<file path="config.mk">
export PLATFORM = sky130hd
export DESIGN_NAME = fx68kAlu
export DESIGN_NICKNAME = d
export VERILOG_FILES = /design/src/verilog/aluPkg.sv /design/src/verilog/aluCtrlIf.sv /design/src/verilog/fx68kAlu.sv /design/src/verilog/aluFlags.sv /design/src/verilog/aluDatapath.sv /design/src/verilog/aluControl.sv /design/src/verilog/aluRowDecoder.sv
export SDC_FILE = /design/constraint.sdc
export NUM_CORES = 1
export LEC_CHECK = 0
export BUFFER_PORTS_ARGS = -buffer_cell sky130_fd_sc_hd__buf_2
export CAP_MARGIN = 10
export CORE_ASPECT_RATIO = 1.25
export CORE_MARGIN = 5
export CORE_UTILIZATION = 40
export CTS_BUF_LIST = sky130_fd_sc_hd__clkbuf_4 sky130_fd_sc_hd__clkbuf_8 sky130_fd_sc_hd__clkbuf_16
export DETAILED_ROUTE_END_ITERATION = 6
export SYNTH_ARGS = -nofsm -noshare
export SYNTH_HDL_FRONTEND = slang
export SYNTH_HIERARCHICAL = 1
export SYNTH_SLANG_ARGS = --single-unit
</file>
<file path="constraint.sdc">
create_clock -name clk -period 4.4 [get_ports clk]
set_clock_uncertainty 0.05 [all_clocks]
set_input_delay 1.1 -clock clk [delete_from_list [all_inputs] [get_ports clk]]
set_output_delay 1.1 -clock clk [all_outputs]
set_load 0.1 [all_outputs]
</file>
<file path="src/verilog/aluPkg.sv">
// Shared ALU operation codes, row codes, flag positions and flag masks; imported by the ALU units
`default_nettype none

package aluPkg;

	localparam int dataWidth = 16; // Data bus, operands and result

	// Operations picked from the row/column table
	typedef enum logic [4:0] {
		aluAnd, aluOr, aluEor, aluExt,
		aluAdd, aluAddc, aluAddx,
		aluSub, aluSubc, aluSubx,
		aluSub0, // NOT as 0 - op - 1
		aluAsl, aluAsr, aluLsl, aluLsr,
		aluRol, aluRor, aluRoxl, aluRoxr,
		aluSlaa // Shift left with column-dependent fill
	} aluOpT;

	typedef logic [15:0] aluRowT; // One-hot, row 0 means no ALU work
	typedef logic [4:0] ccrT;     // X N Z V C

	// Flag bit positions
	localparam int flagC = 0;
	localparam int flagV = 1;
	localparam int flagZ = 2;
	localparam int flagN = 3;
	localparam int flagX = 4;

	// Rows still in use
	localparam aluRowT rowAddMove = 16'h0004; // ADD, MOVE, ADDQ, ASR
	localparam aluRowT rowAsl     = 16'h0008;
	localparam aluRowT rowAnd     = 16'h0010; // AND, CLR, LSL
	localparam aluRowT rowSub     = 16'h0020; // SUB, NEG, LSR
	localparam aluRowT rowCmp     = 16'h0040; // CMP, CHK
	localparam aluRowT rowRoxr    = 16'h0100; // Also EXT
	localparam aluRowT rowRol     = 16'h0200; // Also SWAP
	localparam aluRowT rowSubx    = 16'h0400; // SUBX, NEGX, ROR
	localparam aluRowT rowNot     = 16'h0800; // NOT, ROXL
	localparam aluRowT rowAddx    = 16'h1000;
	localparam aluRowT rowEor     = 16'h2000; // EOR, bit ops on Dn
	localparam aluRowT rowOr      = 16'h4000;
	localparam aluRowT rowTst     = 16'h8000; // TST, TAS, Scc

	// Flags an operation is allowed to change
	localparam ccrT maskNzOnly = 5'b01100;
	localparam ccrT maskZOnly  = 5'b00100;
	localparam ccrT maskNzvc   = 5'b01111; // V and C cleared by the operator
	localparam ccrT maskAll    = 5'b11111;
	localparam ccrT maskNone   = 5'b00000;

endpackage

`default_nettype wire
</file>
<file path="src/verilog/aluCtrlIf.sv">
// Interfaces between ALU units: registered control word, and combinational execution results
`timescale 1ns/1ps
`default_nettype none

interface aluCtrlIf;
	import aluPkg::*;

	aluOpT oper;        // Registered on enT4
	ccrT ccrMask;
	logic isByte;       // Registered on enT3
	logic isArX;        // Z sticky, X-extended forms
	logic noCcrEn;      // Address destination, flags untouched
	logic [2:0] column; // Current microcode column

	modport ctrl (output oper, ccrMask, isByte, isArX, noCcrEn, column);
	modport reader (input oper, ccrMask, isByte, isArX, noCcrEn, column);
endinterface

interface aluResIf;
	import aluPkg::*;

	logic [dataWidth-1:0] result; // Selected operator output
	logic addCout;                // Adder carry or borrow, size adjusted
	logic addOv;
	logic shiftMsb;               // Bit leaving on a left shift
	logic shiftLsb;               // Bit leaving on a right shift
	logic aslMsbChange;           // Sign changes on ASL

	modport exec (output result, addCout, addOv, shiftMsb, shiftLsb, aslMsbChange);
	modport flags (input result, addCout, addOv, shiftMsb, shiftLsb, aslMsbChange);
endinterface

`default_nettype wire

</file>
<file path="src/verilog/fx68kAlu.sv">
// 68000 ALU top level with plain ports; connects control, datapath and flag units
`timescale 1ns/1ps
`default_nettype none

module fx68kAlu (
	input logic clk,
	input logic rstN,
	input logic enT3,
	input logic enT4,
	input logic [15:0] ird,
	input logic [2:0] aluColumn,
	input logic [1:0] aluDataCtrl,
	input logic aluAddrCtrl,
	input logic aluIsByte,
	input logic ftu2Ccr,
	input logic init,
	input logic finish,
	input logic [15:0] ftu,
	input logic [aluPkg::dataWidth-1:0] alub,
	input logic [aluPkg::dataWidth-1:0] iDataBus,
	input logic [aluPkg::dataWidth-1:0] iAddrBus,
	output logic ze,
	output logic [7:0] ccr,
	output logic [aluPkg::dataWidth-1:0] aluOut
);
	import aluPkg::*;

	aluRowT row;  // Registered row for the column-1 ROX rule
	logic xFlag;  // Status X into carry-in
	logic coreC;

	aluCtrlIf ctrlBus ();
	aluResIf resBus ();

	aluControl i_control (
		.clk(clk),
		.rstN(rstN),
		.enT3(enT3),
		.enT4(enT4),
		.ird(ird),
		.aluIsByte(aluIsByte),
		.aluColumn(aluColumn),
		.finish(finish),
		.row(row),
		.ctrl(ctrlBus.ctrl)
	);

	aluDatapath i_datapath (
		.clk(clk),
		.rstN(rstN),
		.enT3(enT3),
		.aluDataCtrl(aluDataCtrl),
		.aluAddrCtrl(aluAddrCtrl),
		.alub(alub),
		.iAddrBus(iAddrBus),
		.iDataBus(iDataBus),
		.xFlag(xFlag),
		.coreC(coreC),
		.ctrl(ctrlBus.reader),
		.res(resBus.exec),
		.aluOut(aluOut)
	);

	aluFlags i_flags (
		.clk(clk),
		.rstN(rstN),
		.enT3(enT3),
		.finish(finish),
		.init(init),
		.ftu2Ccr(ftu2Ccr),
		.ftu(ftu),
		.row(row),
		.ctrl(ctrlBus.reader),
		.res(resBus.flags),
		.xFlag(xFlag),
		.coreC(coreC),
		.ccr(ccr),
		.ze(ze)
	);

endmodule

`default_nettype wire

</file>
<file path="src/verilog/aluFlags.sv">
// Condition code unit: raw flags per operation, masking, core flags and status flags
`timescale 1ns/1ps
`default_nettype none

module aluFlags (
	input logic clk,
	input logic rstN,
	input logic enT3,
	input logic finish,
	input logic init,
	input logic ftu2Ccr,
	input logic [15:0] ftu,
	input aluPkg::aluRowT row,
	aluCtrlIf.reader ctrl,
	aluResIf.flags res,
	output logic xFlag,
	output logic coreC,
	output logic [7:0] ccr,
	output logic ze
);
	import aluPkg::*;

	ccrT pswCcr;  // Status register flags
	ccrT ccrCore; // Internal flags, updated every executing column
	ccrT ccrTemp;
	ccrT ccrMasked;
	logic roxCol1;

	// ROX with zero count only reaches column 1, C takes X there
	assign roxCol1 = (ctrl.column == 3'd1) && ((row & (rowRoxr | rowNot)) != '0);

	always_comb begin
		ccrTemp = '0;
		ccrTemp[flagX] = pswCcr[flagX];
		ccrTemp[flagZ] = ctrl.isByte ? ~(|res.result[7:0]) : ~(|res.result);
		ccrTemp[flagN] = ctrl.isByte ? res.result[7] : res.result[15];
		case (ctrl.oper)
			aluAnd: ccrTemp[flagC] = roxCol1 ? pswCcr[flagX] : 1'b0;
			aluSlaa: ccrTemp[flagC] = res.shiftMsb;
			aluLsl, aluRoxl: begin
				ccrTemp[flagC] = res.shiftMsb;
				ccrTemp[flagX] = res.shiftMsb;
			end
			aluLsr, aluRoxr, aluAsr: begin
				ccrTemp[flagC] = res.shiftLsb;
				ccrTemp[flagX] = res.shiftLsb;
			end
			aluAsl: begin
				ccrTemp[flagC] = res.shiftMsb;
				ccrTemp[flagX] = res.shiftMsb;
				ccrTemp[flagV] = pswCcr[flagV] | res.aslMsbChange; // Any sign change over the loop
			end
			aluRol: ccrTemp[flagC] = res.shiftMsb; // X kept
			aluRor: ccrTemp[flagC] = res.shiftLsb;
			aluAdd, aluAddc, aluAddx, aluSub, aluSubc, aluSubx: begin
				ccrTemp[flagC] = res.addCout;
				ccrTemp[flagX] = res.addCout;
				ccrTemp[flagV] = res.addOv;
			end
			default: ccrTemp[flagC] = 1'b0; // OR, EOR, SUB0, EXT clear C and V
		endcase
	end

	// Unmasked flags keep the status value
	always_comb begin
		ccrMasked = (ccrTemp & ctrl.ccrMask) | (pswCcr & ~ctrl.ccrMask);
		if (finish || ctrl.isArX)
			ccrMasked[flagZ] = ccrTemp[flagZ] & pswCcr[flagZ]; // Z only clears
	end

	always_ff @(posedge clk or negedge rstN) begin
		if (!rstN) begin
			ccrCore <= '0;
			pswCcr <= '0;
		end else if (enT3) begin
			if (ctrl.column != 3'd0)
				ccrCore <= ccrTemp;
			if (ftu2Ccr)
				pswCcr <= ftu[4:0]; // Move to CCR
			else if (!ctrl.noCcrEn && (finish || init))
				pswCcr <= ccrMasked;
		end
	end

	assign xFlag = pswCcr[flagX];
	assign coreC = ccrCore[flagC];
	assign ze = ~ccrCore[flagZ];
	assign ccr = {3'b000, pswCcr};

	// X-extended forms never set a clear Z
	zStickyArX: assert property (@(posedge clk) disable iff (!rstN)
		(enT3 && ctrl.isArX && !ftu2Ccr && !pswCcr[flagZ]) |=> !pswCcr[flagZ]);

endmodule

`default_nettype wire

</file>
<file path="src/verilog/aluDatapath.sv">
// ALU datapath: operand muxes, adder, logic, EXT, one-bit shifter and the result latch
`timescale 1ns/1ps
`default_nettype none

module aluDatapath (
	input logic clk,
	input logic rstN,
	input logic enT3,
	input logic [1:0] aluDataCtrl,
	input logic aluAddrCtrl,
	input logic [aluPkg::dataWidth-1:0] alub,
	input logic [aluPkg::dataWidth-1:0] iAddrBus,
	input logic [aluPkg::dataWidth-1:0] iDataBus,
	input logic xFlag,
	input logic coreC,
	aluCtrlIf.reader ctrl,
	aluResIf.exec res,
	output logic [aluPkg::dataWidth-1:0] aluOut
);
	import aluPkg::*;

	logic [dataWidth-1:0] aOperand; // Destination side
	logic [dataWidth-1:0] dOperand; // Source side
	logic [dataWidth-1:0] addResult;
	logic [dataWidth-1:0] shiftResult;
	logic [dataWidth-1:0] result;
	logic [dataWidth:0] wordSum;
	logic [8:0] byteSum;
	logic isAdd;
	logic addCin;
	logic shiftCin;
	logic shiftRight;
	logic rMsb, dMsb, sMsb;

	assign aOperand = aluAddrCtrl ? alub : iAddrBus;

	always_comb begin
		case (aluDataCtrl)
			2'b00: dOperand = iDataBus;
			2'b01: dOperand = '0;
			2'b11: dOperand = '1;
			default: dOperand = '0; // BCD correction path not present
		endcase
	end

	assign isAdd = (ctrl.oper == aluAdd) || (ctrl.oper == aluAddc) || (ctrl.oper == aluAddx);

	always_comb begin
		case (ctrl.oper)
			aluSub0: addCin = 1'b1;
			aluAddc, aluSubc: addCin = coreC;
			aluAddx, aluSubx: addCin = xFlag; // Extend flag from status
			default: addCin = 1'b0;
		endcase
	end

	// Data plus or minus address
	assign wordSum = isAdd ? {1'b0, dOperand} + {1'b0, aOperand} + 17'(addCin)
		: {1'b0, dOperand} - {1'b0, aOperand} - 17'(addCin);
	assign byteSum = isAdd ? {1'b0, dOperand[7:0]} + {1'b0, aOperand[7:0]} + 9'(addCin)
		: {1'b0, dOperand[7:0]} - {1'b0, aOperand[7:0]} - 9'(addCin);
	assign addResult = ctrl.isByte ? {{8{byteSum[7]}}, byteSum[7:0]} : wordSum[15:0];

	// Signed overflow from operand and result signs
	assign rMsb = ctrl.isByte ? byteSum[7] : wordSum[15];
	assign dMsb = ctrl.isByte ? dOperand[7] : dOperand[15];
	assign sMsb = isAdd ? (ctrl.isByte ? aOperand[7] : aOperand[15])
		: ~(ctrl.isByte ? aOperand[7] : aOperand[15]);

	assign res.addCout = ctrl.isByte ? byteSum[8] : wordSum[16];
	assign res.addOv = (sMsb & dMsb & ~rMsb) | (~sMsb & ~dMsb & rMsb);

	assign res.shiftMsb = ctrl.isByte ? aOperand[7] : aOperand[15];
	assign res.shiftLsb = aOperand[0];
	assign res.aslMsbChange = res.shiftMsb ^ (ctrl.isByte ? aOperand[6] : aOperand[14]);

	// Direction and fill bit
	always_comb begin
		shiftRight = 1'b0;
		shiftCin = 1'b0; // LSL, LSR, ASL
		case (ctrl.oper)
			aluAsr: begin
				shiftRight = 1'b1;
				shiftCin = res.shiftMsb; // Sign stays
			end
			aluLsr: shiftRight = 1'b1;
			aluRol: shiftCin = res.shiftMsb;
			aluRor: begin
				shiftRight = 1'b1;
				shiftCin = aOperand[0];
			end
			aluRoxl: shiftCin = xFlag;
			aluRoxr: begin
				shiftRight = 1'b1;
				shiftCin = xFlag;
			end
			aluSlaa: shiftCin = ctrl.column[1]; // Col 4 gives 0, col 6 gives 1
			default: shiftCin = 1'b0;
		endcase
	end

	// Byte right shift fills bit 7, upper byte left alone
	assign shiftResult = !shiftRight ? {aOperand[14:0], shiftCin}
		: (ctrl.isByte ? {aOperand[15:8], shiftCin, aOperand[7:1]} : {shiftCin, aOperand[15:1]});

	always_comb begin
		case (ctrl.oper)
			aluAnd: result = aOperand & dOperand;
			aluOr: result = aOperand | dOperand;
			aluEor: result = aOperand ^ dOperand;
			aluExt: result = {{8{aOperand[7]}}, aOperand[7:0]};
			aluAsl, aluAsr, aluLsl, aluLsr, aluRol, aluRor, aluRoxl, aluRoxr, aluSlaa:
				result = shiftResult;
			default: result = addResult; // Add and subtract family
		endcase
	end

	assign res.result = result;

	always_ff @(posedge clk or negedge rstN) begin
		if (!rstN)
			aluOut <= '0;
		else if (enT3 && ctrl.column != 3'd0)
			aluOut <= result;
	end

	noCorfSelect: assert property (@(posedge clk) disable iff (!rstN)
		(enT3 && ctrl.column != 3'd0) |-> aluDataCtrl != 2'b10);

endmodule

`default_nettype wire

</file>
<file path="src/verilog/aluControl.sv">
// ALU control: latches the decoded row on enT3, then operation and flag mask on enT4
`timescale 1ns/1ps
`default_nettype none

module aluControl (
	input logic clk,
	input logic rstN,
	input logic enT3,
	input logic enT4,
	input logic [15:0] ird,
	input logic aluIsByte,
	input logic [2:0] aluColumn,
	input logic finish,
	output aluPkg::aluRowT row,
	aluCtrlIf.ctrl ctrl
);
	import aluPkg::*;

	aluRowT decRow;
	logic decIsArX;
	logic decNoCcrEn;
	aluOpT nextOper;
	ccrT nextMask;
	ccrT col1Mask;

	aluRowDecoder i_rowDecoder (
		.ird(ird),
		.row(decRow),
		.isArX(decIsArX),
		.noCcrEn(decNoCcrEn)
	);

	// Column 1 is AND for every row
	assign col1Mask = finish ? maskNzOnly : (((row & (rowEor | rowOr)) != '0) ? maskZOnly : maskNzvc);

	// Operation from row and column
	always_comb begin
		nextOper = aluAnd;
		case (aluColumn)
			3'd1: nextOper = aluAnd;
			3'd5: nextOper = aluExt;
			3'd6: nextOper = aluSlaa; // Fill with 1
			default: begin
				case (1'b1)
					row[2]: nextOper = (aluColumn == 3'd2) ? aluAdd
						: ((aluColumn == 3'd3) ? aluAddc : aluAsr);
					row[3]: nextOper = (aluColumn == 3'd2) ? aluAddx
						: ((aluColumn == 3'd3) ? aluAdd : aluAsl);
					row[4]: nextOper = (aluColumn == 3'd4) ? aluLsl : aluAnd;
					row[5], row[6]: nextOper = (aluColumn == 3'd2) ? aluSub
						: ((aluColumn == 3'd3) ? aluSubc : aluLsr);
					row[8]: nextOper = (aluColumn == 3'd2) ? aluExt
						: ((aluColumn == 3'd3) ? aluAnd : aluRoxr);
					row[9]: nextOper = (aluColumn == 3'd2) ? aluSubx
						: ((aluColumn == 3'd3) ? aluSubc : aluRol);
					row[10]: nextOper = (aluColumn == 3'd2) ? aluSubx
						: ((aluColumn == 3'd3) ? aluSubc : aluRor);
					row[11]: nextOper = (aluColumn == 3'd4) ? aluRoxl : aluSub0;
					row[12]: nextOper = aluAddx;
					row[13]: nextOper = aluEor;
					row[14]: nextOper = (aluColumn == 3'd4) ? aluEor : aluOr;
					row[15]: nextOper = (aluColumn == 3'd3) ? aluAdd : aluOr; // ADD for DBcc
					default: nextOper = aluAnd;
				endcase
			end
		endcase
	end

	// Flags the operation may touch
	always_comb begin
		nextMask = maskNone;
		case (aluColumn)
			3'd1: nextMask = col1Mask;
			3'd2, 3'd3: begin
				case (1'b1)
					row[2], row[3], row[5], row[9], row[10], row[12]: nextMask = maskAll;
					row[4], row[6], row[8], row[11], row[13], row[14]: nextMask = maskNzvc;
					default: nextMask = maskNone; // TST row and row 0
				endcase
			end
			3'd4: begin
				case (1'b1)
					row[2], row[3], row[4], row[5], row[11]: nextMask = maskAll; // Shifts, ROXL
					row[8]: nextMask = maskAll;                   // ROXR sets X
					row[9], row[10]: nextMask = maskNzvc;         // ROL, ROR keep X
					default: nextMask = maskNone;
				endcase
			end
			default: nextMask = maskNone; // EXT, SLAA
		endcase
	end

	always_ff @(posedge clk or negedge rstN) begin
		if (!rstN) begin
			row <= '0;
			ctrl.isByte <= 1'b0;
			ctrl.isArX <= 1'b0;
			ctrl.noCcrEn <= 1'b0;
			ctrl.oper <= aluAnd;
			ctrl.ccrMask <= maskNone;
		end else begin
			if (enT3) begin
				row <= decRow;
				ctrl.isByte <= aluIsByte;
				ctrl.isArX <= decIsArX;
				ctrl.noCcrEn <= decNoCcrEn;
			end
			if (enT4) begin
				ctrl.oper <= nextOper;
				ctrl.ccrMask <= nextMask;
			end
		end
	end

	assign ctrl.column = aluColumn; // Column is live on the executing enT3

	// Every live row/column pair must hit the table
	opMaskKnown: assert property (@(posedge clk) disable iff (!rstN)
		(enT4 && aluColumn != 3'd0 && row != '0) |-> !$isunknown({nextOper, nextMask}));

endmodule

`default_nettype wire

</file>
<file path="src/verilog/aluRowDecoder.sv">
// Instruction register to one-hot ALU row decoder, with the flag qualifiers; used by aluControl
`timescale 1ns/1ps
`default_nettype none

module aluRowDecoder (
	input logic [15:0] ird,
	output aluPkg::aluRowT row,
	output logic isArX,
	output logic noCcrEn
);
	import aluPkg::*;

	logic eaRdir;          // Dn or An direct
	logic eaAdir;          // An direct
	logic size11;
	logic [1:0] shiftType; // AS, LS, ROX, RO

	assign eaRdir = (ird[5:4] == 2'b00);
	assign eaAdir = (ird[5:3] == 3'b001);
	assign size11 = ird[7] & ird[6];
	assign shiftType = size11 ? ird[10:9] : ird[4:3]; // Memory form vs register form

	always_comb begin
		row = '0;
		case (ird[15:12])
			4'h0: begin
				if (ird[8])
					row = ird[7] ? rowOr : rowEor; // Dynamic bit ops
				else begin
					case (ird[11:9])
						3'b000: row = rowOr;      // ORI
						3'b001: row = rowAnd;     // ANDI
						3'b010: row = rowSub;     // SUBI
						3'b011: row = rowAddMove; // ADDI
						3'b100: row = ird[7] ? rowOr : rowEor; // Static bit ops
						3'b101: row = rowEor;     // EORI
						3'b110: row = rowCmp;     // CMPI
						default: row = '0;
					endcase
				end
			end
			4'h1, 4'h2, 4'h3, 4'h7: row = rowAddMove; // MOVE, MOVEQ
			4'h4: begin
				if (ird[8])
					row = rowCmp; // CHK
				else begin
					case (ird[11:9])
						3'b000: row = rowSubx; // NEGX
						3'b001: row = rowAnd;  // CLR
						3'b010: row = rowSub;  // NEG
						3'b011: row = rowNot;
						3'b100: row = ird[7] ? rowRoxr : (ird[6] ? rowRol : '0); // EXT, SWAP; NBCD out
						3'b101: row = rowTst;
						default: row = '0;
					endcase
				end
			end
			4'h5: begin
				if (size11)
					row = rowTst; // Scc, DBcc
				else
					row = ird[8] ? rowSub : rowAddMove; // SUBQ, ADDQ
			end
			4'h8: row = (size11 | (ird[8] & eaRdir)) ? '0 : rowOr;  // DIV and SBCD map to 0
			4'h9: row = (ird[8] & ~size11 & eaRdir) ? rowSubx : rowSub;
			4'hb: row = (ird[8] & ~size11 & ~eaAdir) ? rowEor : rowCmp;
			4'hc: row = (size11 | (ird[8] & eaRdir)) ? '0 : rowAnd; // MUL and ABCD map to 0
			4'hd: row = (ird[8] & ~size11 & eaRdir) ? rowAddx : rowAddMove;
			4'he: begin
				case ({shiftType, ird[8]})
					3'd0: row = rowAddMove; // ASR
					3'd1: row = rowAsl;
					3'd2: row = rowSub;     // LSR
					3'd3: row = rowAnd;     // LSL
					3'd4: row = rowRoxr;
					3'd5: row = rowNot;     // ROXL
					3'd6: row = rowSubx;    // ROR
					default: row = rowRol;
				endcase
			end
			default: row = '0; // Bcc, line A, line F
		endcase
	end

	// NEGX, SUBX, ADDX only
	assign isArX = (ird[15:12] == 4'h4 || ird[15:12] == 4'h9 || ird[15:12] == 4'hd)
		&& ((row & (rowSubx | rowAddx)) != '0);

	assign noCcrEn = (ird[15] & ~ird[13] & ird[12] & size11) // ADDA, SUBA
		| ((ird[15:12] == 4'h5) & eaAdir)                     // ADDQ, SUBQ to An
		| (~ird[15] & ~ird[14] & ird[13] & (ird[8:6] == 3'b001)); // MOVEA

endmodule

`default_nettype wire

</file>
==> run metrics, run 1 <==
status=finished with violations; violated checks=setup timing; Reg-to-Reg Start=i_control/ctrl.oper[3]$_DFFE_PN0P_; clk root buf=clkbuf_16; critical path's top delay family=simple AND/OR/NAND/NOR gates; Hold Path End=i_datapath/aluOut[1]$_DFFE_PN0P_; GR Util All Layers=0.225; hold depth=1; FF-to-FF setup slack=-0.09 ns; Util after Layout=0.566; non-filler cells, final=1408; Routed wire per std cell=roughly 18 um; Num CTS Buffers=5; Post-DP Area=0.00939 sq mm; fill count=1693; Final min period=4.81 ns; HP Class=reg -> reg; Cell Pwr Density=around 390 mW/mm^2; CTS tree=done; Clk pin slew, worst setup/hold paths=approximately 0.070 ns; Period Utilization, post-route=1.09; drt drc=0; # IOs=between 100 and 150; chain of cells forming the critical path=buf_8, inv_6, ha_4, buf_6, buf_8, a21oi_4, or2_4, ha_4, inv_4, ha_4, or3_4, o32a_1, o311ai_4, mux2i_1, nor4_2, nor3_2, o21a_1, nor4_2, a21o_1, nand3_2, o31ai_2, mux2_4; Cell Rows=55; vias in the first global route=around 8000; leak pwr=~4.7 nW; origin of the worst min-delay path=i_datapath/aluOut[1]$_DFFE_PN0P_; GP Congestion=approximately 0.93; Max-Cap Viols=0; P&R area growth vs syn=38.6%; Post-Syn Area=between 0.007 and 0.008 sq mm; RSZ-0062 raised after global routing=yes; Post-DP HPWL=between 15000 and 20000 um; syn_area_per_cell=roughly 7.9 sq um; Tot Pwr=3.96 mW; first-pass GRT wire length=about 40000 um; data arrival time of the critical path=~5 ns; fin. max-slew vios=0; die height=162 um; Worst-Skew Late Latency=around 0.30 ns; crit-path most repeated cell=ha_4; H-tree depth=2; WP data required=4.59 ns; FF/Latch Area=0.00120 sq mm; Starting Density=0.408; wirelength, routed=around 25000 um; Placed Instances=1374; Critical Path Max Stage Delay=a little under 0.5 ns; crit path max fanout=6; multi-input logic area=0.00623 sq mm; Crit Path Class=in -> reg; die area=approximately 0.021 sq mm; Final #Nets=between 1000 and 1500; worst reg2reg path depth=23; CP bufs+invs=5; CTS Hold Bufs=0; pre-CTS setup slack=-0.978 ns; total gr overflow=0; CORE AREA=0.0182 sq mm; Worst Setup End Kind=flip-flop; setup TNS=-2.24 ns; drt via density=between 5 and 6; Ant. Diodes=0; crit start category=input port; fraction of layout cells with a size suffix above 1=0.414; initial antenna violation count=0; Longest Clk Path Bufs=2; Worst Tran Pin Value=roughly 0.91 ns; Final WS setup=-0.408 ns; VDD IR-drop max=around 0.32 mV; Post-Syn Instances=between 900 and 1000; input/output buffers=between 100 and 150; via count=~8000; DR pass1 iterations=5; DIE WIDTH=approximately 130 um; Final setup viols=8; drt first-iter violations=between 400 and 500; FMAX=0.208 GHz; YS warnings=6; Slowest cell on crit path=nor4_2; final hold slack=between 0.4 and 0.5 ns; Final ANT Viol Nets=0; Hold Fails Final Rpt=0; largest net degree at the start of global routing=28; # clock sinks=48; post-route design area=between 0.01 and 0.015 sq mm; Slew Limit Headroom=0.385
[layer usage]
metal  vias up  share of wire  track usage
met2       229           0.50        0.409
met5         -              0            0
li1       3888              -            -
met3        58          0.041       0.0177
met4         0          0.035       0.0753
met1      3785           0.42        0.280
[worst reg2reg max path: cells and delay by family, from the launching register on]
family | cells | cell delay [ns]
and+or+nand+nor | 10 | 1.56
AOI/OAI and AO/OA | 7 | 1.25
adders and majority gates | 2 | 0.55
DFF | 1 | 0.40
buffers and inverters | 2 | 0.31
muxes | 2 | 0.31
[what timing repair did]
action,4_1_cts,5_1_grt
endpoints found under the setup margin,8,9
cloned,1,0
pin swaps,30,29
endpoints found under the hold margin,0,0
setup buffers,21,8
resized for setup,56,42
[cells in the final DEF (no fill, tap or decap), types with 11 or more instances in the layout]
cell type	count
nor2b_1	19
nand2b_1	27
nor3_1	12
a21oi_2	13
a21oi_1	65
inv_1	67
nand3_1	16
o211ai_1	12
nor2_1	79
a31oi_1	11
buf_4	181
mux2_2	28
dfrtp_1	48
mux2i_1	21
o21ai_0	35
o22ai_1	14
xnor2_1	18
buf_2	99
ha_1	37
or2_4	12
nand2_1	63
ha_4	21
[layout make-up]
class / count / area share
inverter: 80 / 0.0318
clock inverter: 3 / 0.00670
multi-input combinational: 751 / 0.606
tap: 228 / 0.0278
sequential: 48 / 0.117
clock buffer: 5 / 0.0122
timing repair buffer: 293 / 0.198
[worst max path at each step]
stage	from	end	slack [ns]	depth (start not counted)
2_1_floorplan	aluAddrCtrl	flip-flop	-0.24	18
3_3_place_gp	aluDataCtrl[0]	flip-flop	-0.88	22
3_5_place_dp	aluDataCtrl[0]	flip-flop	-0.98	24
4_1_cts	aluDataCtrl[1]	flip-flop	-0.33	22
5_1_grt	aluDataCtrl[1]	flip-flop	-0.54	22
6_report	aluDataCtrl[1]	flip-flop	-0.41	22
[power by group]
| group | switching (mW) | internal [mW] |
|---|---|---|
| sequential | 0.0870 | 0.537 |
| combinational | 1.71 | 1.11 |
| clock | 0.184 | 0.328 |
(Power assumes the default switching activity.)
==> run 2: changes to the inputs <==
--- a/config.mk
+++ b/config.mk
@@ -7,11 +7,12 @@
 export LEC_CHECK = 0
 export BUFFER_PORTS_ARGS = -buffer_cell sky130_fd_sc_hd__buf_2
 export CAP_MARGIN = 10
-export CORE_ASPECT_RATIO = 1.25
+export CORE_ASPECT_RATIO = 0.5
 export CORE_MARGIN = 5
 export CORE_UTILIZATION = 40
 export CTS_BUF_LIST = sky130_fd_sc_hd__clkbuf_4 sky130_fd_sc_hd__clkbuf_8 sky130_fd_sc_hd__clkbuf_16
 export DETAILED_ROUTE_END_ITERATION = 6
+export PLACE_DENSITY = 0.66
 export SYNTH_ARGS = -nofsm -noshare
 export SYNTH_HDL_FRONTEND = slang
 export SYNTH_HIERARCHICAL = 1
==> constraint.sdc (replaced) <==
create_clock -name clk -period 6 [get_ports clk]
set_clock_uncertainty 0.05 [all_clocks]
set_input_delay 1.5 -clock clk [delete_from_list [all_inputs] [get_ports clk]]
set_output_delay 1.5 -clock clk [all_outputs]
set_load 0.1 [all_outputs]
==> run 2 against run 1 <==
The flow now finishes without violations. Sequential cell count unchanged. Critical path depth grew 2. Combinational power down 39%. Cell area down 16%. Die area up 0.69%. Hold slack improved by 0.0018 ns. Clock power shrank 34%. Setup slack improved by 0.67 ns. Via count fell by 5.5%. Power fell by 36%. Count of clock-buffer cells in the layout grew 1. Largest cell class unchanged. Largest power group unchanged.
==> run metrics, run 2 (synthesis results as in run 1) <==
GR Util All Layers=0.204 (-0.0211); leak pwr=3.98 nW (-15%); post-route design area=0.00863 sq mm (-16%); Worst-Skew Late Latency=0.28 ns (-0.02 ns); # clock sinks=48 (unchanged); die height=106 um (-34%); crit path to=i_flags/ccrCore[0]$_DFFE_PN0P_; Post-DP HPWL=17900 um (-8.4%); drt via density=5.80 (+2.7%); via count=7521 (-5.5%); drt drc=0 (unchanged); CORE AREA=0.0183 sq mm (+0.76%); Slew Limit Headroom=0.312 (-0.0728); Slowest cell on crit path=mux4_2; Period Utilization, post-route=0.956; total gr overflow=0 (unchanged); # IOs=119 (unchanged); Final WS setup=0.267 ns (+0.674 ns); data arrival time of the critical path=5.90 ns (+0.90 ns); Crit path depth=24 (+9.1%); vias in the first global route=7195 (-9.8%); P&R area growth vs syn=16.4%; Longest Clk Path Bufs=2 (unchanged); Critical Path Max Stage Delay=0.50 ns (about the same); CTS tree=done; Final min period=~5.7 ns; Starting Density=0.405 (-0.00307); DIE WIDTH=203 um (+54%); largest net degree at the start of global routing=49 (+75%); crit path max fanout=16 (+10); first-pass GRT wire length=36800 um (-8.4%); H-tree depth=2 (unchanged); FF-to-FF setup slack=0.83 ns (+0.92 ns); Cell Rows=35 (-36%); VDD IR-drop max=0.225 mV (-29%); FMAX=approximately 0.17 GHz; commonest cells after routing, fill and taps aside=101 x buf_2, 81 x nor2_1, 77 x a21oi_1; Reg-to-Reg Start=i_control/ctrl.oper[3]$_DFFE_PN0P_; final hold slack=0.452 ns (+0.00178 ns); clk root buf=clkbuf_16; Clk pin slew, worst setup/hold paths=0.07 ns (about the same); commonest non-fill, non-tap cell in the layout=buf_2; Post-DP Area=0.00841 sq mm (-10%); setup TNS=0 ns (+2.24 ns); RSZ-0062 raised after global routing=no; pre-CTS setup slack=-0.141 ns (+0.836 ns); drt first-iter violations=695 (+57%); CP bufs+invs=6 (+1); WP data required=6.16 ns (+1.57 ns); Critical Path Start=aluDataCtrl[0]; Worst Tran Pin Value=1.02 ns (+0.108 ns); input/output buffers=101 (unchanged); DR pass1 iterations=5 (unchanged); critical path's top delay family=compound AO/OA/AOI/OAI gates; die area=0.0215 sq mm (+0.69%); fin. max-slew vios=0 (unchanged); Hold Fails Final Rpt=0 (unchanged); Final ANT Viol Nets=0 (unchanged); Cell Pwr Density=292 mW/mm^2 (-24%); HP Class=reg -> reg; fraction of layout cells with a size suffix above 1=0.264 (-0.149); Crit Path Class=in -> reg; worst reg2reg path depth=23 (unchanged); Routed wire per std cell=17.6 um (-1.5%); Final #Nets=1215 (-9.3%); Worst Setup End Kind=flip-flop; GP Congestion=0.935 (+0.59%); crit start category=input port; status=finished, final reports clean; R2R Path End=i_flags/ccrCore[0]$_DFFE_PN0P_; Max-Cap Viols=0 (unchanged); chain of cells forming the critical path=buf_2, buf_4, ha_1, buf_12, a21oi_1, or2_2, inv_1, fa_1, inv_1, fa_1, nand2_1, a31o_2, a21oi_2, o21bai_1, a21oi_2, xnor2_1, mux4_2, a221oi_4, buf_4, nor4bb_2, a31oi_1, o21ai_1, nor2_1, a21oi_1; Num CTS Buffers=5 (unchanged); wirelength, routed=22700 um (-9.3%); Ant. Diodes=0 (unchanged); Final setup viols=0 (-8); initial antenna violation count=0 (unchanged)
==> run 2: changes by cell type in the layout (fill, tap and decap cells not counted), moves of 7 or more <==
| cell | delta |
|---|---|
| buf_6 | -7 |
| or2_4 | -11 |
| a21oi_2 | -9 |
| ha_4 | -21 |
| ha_1 | +24 |
| inv_1 | +9 |
| or2_2 | +11 |
| a21oi_1 | +12 |
| buf_4 | -115 |
==> run 2: worst register-to-register path: stages (launching register included) <==
cell and delay, ns:
dfrtp_1 0.83, nor2b_1 0.30, nor2_1 0.07, nor2_1 0.09, a21oi_1 0.05, o22ai_1 0.13
nand2b_1 0.12, fa_1 0.47, inv_1 0.11, fa_1 0.21, nand2_1 0.11, a31o_2 0.32
a21oi_2 0.19, o21bai_1 0.11, a21oi_2 0.21, xnor2_1 0.10, mux4_2 0.50, a221oi_4 0.25
buf_4 0.17, nor4bb_2 0.26, a31oi_1 0.07, o21ai_1 0.16, nor2_1 0.11, a21oi_1 0.14
==> run 2: metal layers <==
layer	part of all wire	track usage	wire, um
met1	0.45	0.279	10300
met4	0.016	0.0358	359
met3	0.053	0.0186	1200
met5	0	0	0
met2	0.48	0.356	10900
==> run 2: timing repair <==
item                                    in CTS  in global routing
endpoints found under the setup margin       0                  4
endpoints found under the hold margin        0                  0
gates resized for setup                      0                  7
setup buffers                                0                  1
hold buffers                                 0                  0
==> run 2: final cells by class <==
class / instances / area [sq um]
clock buffer: 6 / 139
multi-input combinational: 751 / 5610
timing repair buffer: 169 / 1040
sequential: 48 / 1200
fill: 1810 / 9680
clock inverter: 2 / 38.8
tap: 240 / 300
inverter: 80 / 302
==> run 2: worst min path at each step <==
stage	startpoint	end	slack, ns	cells past startpoint
after floorplan	i_control/ctrl.noCcrEn$_DFFE_PN0P_	i_control/ctrl.noCcrEn$_DFFE_PN0P_	0.42	1
after global placement	i_control/ctrl.noCcrEn$_DFFE_PN0P_	i_control/ctrl.noCcrEn$_DFFE_PN0P_	0.43	1
after detailed placement	i_datapath/aluOut[3]$_DFFE_PN0P_	i_datapath/aluOut[3]$_DFFE_PN0P_	0.44	1
after CTS	i_datapath/aluOut[3]$_DFFE_PN0P_	i_datapath/aluOut[3]$_DFFE_PN0P_	0.46	1
after global routing	i_datapath/aluOut[3]$_DFFE_PN0P_	i_datapath/aluOut[3]$_DFFE_PN0P_	0.48	1
final	i_datapath/aluOut[5]$_DFFE_PN0P_	i_datapath/aluOut[5]$_DFFE_PN0P_	0.45	1
==> run 2: power breakdown <==
| group | leakage [nW] | switching [mW] | internal [mW] |
|---|---|---|---|
| Sequential | 0.609 | 0.0628 | 0.393 |
| Clock | 0.0871 | 0.127 | 0.209 |
| Combinational | 3.29 | 1.15 | 0.585 |
==> run 2: per-stage QoR <==
stage / power [mW] / util / instances
after floorplan: 1.70 / - / 940
after global placement: 2.12 / 0.459 / 1287
after detailed placement: 2.15 / 0.459 / 1287
after CTS: 2.50 / 0.469 / 1295
after global routing: 2.67 / 0.471 / 1296
final: 2.52 / 0.471 / 1296
==> run 3: changes to the inputs <==
--- a/config.mk
+++ b/config.mk
@@ -13,6 +13,7 @@
 export CTS_BUF_LIST = sky130_fd_sc_hd__clkbuf_4 sky130_fd_sc_hd__clkbuf_8 sky130_fd_sc_hd__clkbuf_16
 export DETAILED_ROUTE_END_ITERATION = 6
 export PLACE_DENSITY = 0.66
+export REMOVE_ABC_BUFFERS = 1
 export SYNTH_ARGS = -nofsm -noshare
 export SYNTH_HDL_FRONTEND = slang
 export SYNTH_HIERARCHICAL = 1
==> run 3 against run 2 <==
Routed wire length is 1.3% higher. Final cell count up 1.6%. Combinational power is 2% higher. Largest cell class unchanged. Clock power shrank 20%.
==> run metrics, run 3 (synthesis results as in run 1) <==
status=finished, final reports clean; FF-to-FF setup slack=1.01 ns (+0.18 ns); largest net degree at the start of global routing=49 (unchanged); Post-Route M1 WL=10700 um (+4.1%); Clk pin slew, worst setup/hold paths=0.06 ns (about the same); drt via density=5.78 (-0.40%); final hold slack=0.448 ns (-0.00464 ns); vias in the first global route=7298 (+1.4%); HP Class=reg -> reg; drt first-iter violations=653 (-6.0%); first-pass GRT wire length=37200 um (+0.97%); RSZ-0062 raised after global routing=no; Slew Limit Headroom=0.409 (+0.0973); data arrival time of the critical path=6.01 ns (+0.11 ns); metal3 WL=1450 um (+21%); GR Util All Layers=0.206 (+0.00268); Worst Setup End Kind=flip-flop; DIE WIDTH=203 um (unchanged); # clock sinks=48 (unchanged); clk root buf=clkbuf_16; worst reg2reg path depth=24 (+4.3%); Placed Instances=1310 (+1.8%); Routed wire per std cell=17.5 um (-0.32%); hold depth=2 (+1); fill count=1825 (+0.83%); Final #Nets=1237 (+1.8%); initial antenna violation count=0 (unchanged); Worst-Skew Late Latency=0.29 ns (about the same); GP Congestion=0.953 (+1.9%); Ant. Diodes=0 (unchanged); P&R area growth vs syn=18.1%; non-filler cells, final=1317 (+1.6%); FF/Latch Area=0.00120 sq mm (unchanged); WP data required=6.18 ns (+0.02 ns); Cell Rows=35 (unchanged); Max-Cap Viols=0 (unchanged); Critical Path Max Stage Delay=0.42 ns (-0.08 ns); # IOs=119 (unchanged); setup bufs post-CTS=0 (unchanged); crit path max fanout=5 (-11); origin of the worst min-delay path=i_datapath/aluOut[11]$_DFFE_PN0P_; Longest Clk Path Bufs=2 (unchanged); via count=7612 (+1.2%); Hold Path End=i_datapath/aluOut[11]$_DFFE_PN0P_; Post-DP HPWL=18200 um (+1.7%); multi-input logic area=0.00561 sq mm (unchanged); H-tree depth=2 (unchanged); Crit path depth=23 (-4.2%); total gr overflow=0 (unchanged); CP bufs+invs=6 (unchanged); Reg-to-Reg Start=i_control/ctrl.oper[1]$_DFFE_PN0P_; wirelength, routed=23000 um (+1.3%); Starting Density=0.405 (unchanged); Worst Tran Pin Value=0.878 ns (-0.145 ns); FMAX=0.172 GHz (-1.7%); VDD IR-drop max=0.242 mV (+7.8%); fin. max-slew vios=0 (unchanged); Final setup viols=0 (unchanged); commonest cells after routing, fill and taps aside=101 x buf_2, 88 x buf_4, 81 x nor2_1; fraction of layout cells with a size suffix above 1=0.279 (+0.0143); crit-path most repeated cell=buf_4; Num CTS Buffers=5 (unchanged); die area=0.0215 sq mm (unchanged); Hold Fails Final Rpt=0 (unchanged); WL met2=10500 um (-4.2%); Crit Path Class=in -> reg; Critical Path Start=aluDataCtrl[0]; leak pwr=4.08 nW (+2.3%); chain of cells forming the critical path=buf_2, buf_4, ha_1, a21oi_1, or2_2, inv_1, buf_4, fa_1, ha_1, nand2b_1, o211ai_1, a41oi_2, xnor2_1, a211oi_1, buf_4, o21ai_2, buf_4, o21a_1, nor4_1, a21o_1, nand3_2, o31ai_1, mux2_1; commonest non-fill, non-tap cell in the layout=buf_2; Final min period=5.83 ns (+0.0962 ns); DR top layer=met4; die height=106 um (unchanged); critical path's top delay family=compound AO/OA/AOI/OAI gates; Cell Pwr Density=285 mW/mm^2 (-2.6%); drt drc=0 (unchanged); CORE AREA=0.0183 sq mm (unchanged); Util after Layout=0.478 (+0.00684); Slowest cell on crit path=fa_1; DR pass1 iterations=5 (unchanged); input/output buffers=101 (unchanged); Period Utilization, post-route=0.972 (+0.0160); Final ANT Viol Nets=0 (unchanged); crit start category=input port; CTS tree=done
-- run 3: report_power, final --
part	internal, mW	switching (mW)	leakage (nW)
Clock	0.156	0.114	0.0701
Combinational	0.607	1.17	3.40
Sequential	0.394	0.0544	0.609
Total	1.16	1.33	4.08
-- run 3: through the flow --
step | cell area, sq um | setup TNS [ns] | power (mW) | setup slack (ns)
detailed placement | 8580 | -0.407 | 2.19 | -0.129
floorplan | 7080 | 0 | 1.65 | 0.322
finish | 8750 | 0 | 2.49 | 0.170
global route | 8750 | 0 | 2.63 | 0.0000244
global placement | 8580 | -0.253 | 2.17 | -0.0811
CTS | 8720 | 0 | 2.47 | 0.146
-- run 3: final cells by class --
| cell class | count | share of cell area |
|---|---|---|
| clock buffers | 6 | 0.0151 |
| clock inverters | 1 | 0.000572 |
| inverters | 80 | 0.0344 |
| multi-input cells | 751 | 0.641 |
| repair buffers | 191 | 0.138 |
| well taps | 240 | 0.0343 |
| flip-flops and latches | 48 | 0.137 |
-- run 3: worst register-to-register path, cell delays in order, from the launching register on --
cell and delay (ns):
dfrtp_1 0.38, inv_1 0.07, buf_4 0.28, nor2_1 0.09, a21oi_1 0.14, o22ai_1 0.10
nand2b_1 0.17, inv_1 0.09, fa_1 0.43, inv_1 0.09, fa_1 0.20, o21bai_1 0.13
a211oi_2 0.36, o2111ai_1 0.21, a2111oi_0 0.38, nor2_1 0.14, mux2i_1 0.19, nor4_1 0.10
buf_4 0.18, o21a_1 0.16, nor4_1 0.29, a21o_1 0.20, nand3_2 0.12, o31ai_1 0.22
mux2_1 0.16
-- run 3: per-layer routing --
layer,vias to the layer above,track usage
met3,30,0.0247
met4,0,0.0591
met2,268,0.337
li1,3691,-
met5,-,0
met1,3623,0.289
-- run 3: what timing repair did --
item | in CTS | in global routing
hold buffers | 0 | 0
setup endpoints to repair | 0 | 5
resized for setup | 0 | 6
-- run 3: worst max path at each step --
stage                                          end
global placement                         flip-flop
global route                             flip-flop
CTS                 i_flags/ccrCore[0]$_DFFE_PN0P_
finish                                   flip-flop
floorplan                                flip-flop
detailed placement  i_flags/ccrCore[0]$_DFFE_PN0P_
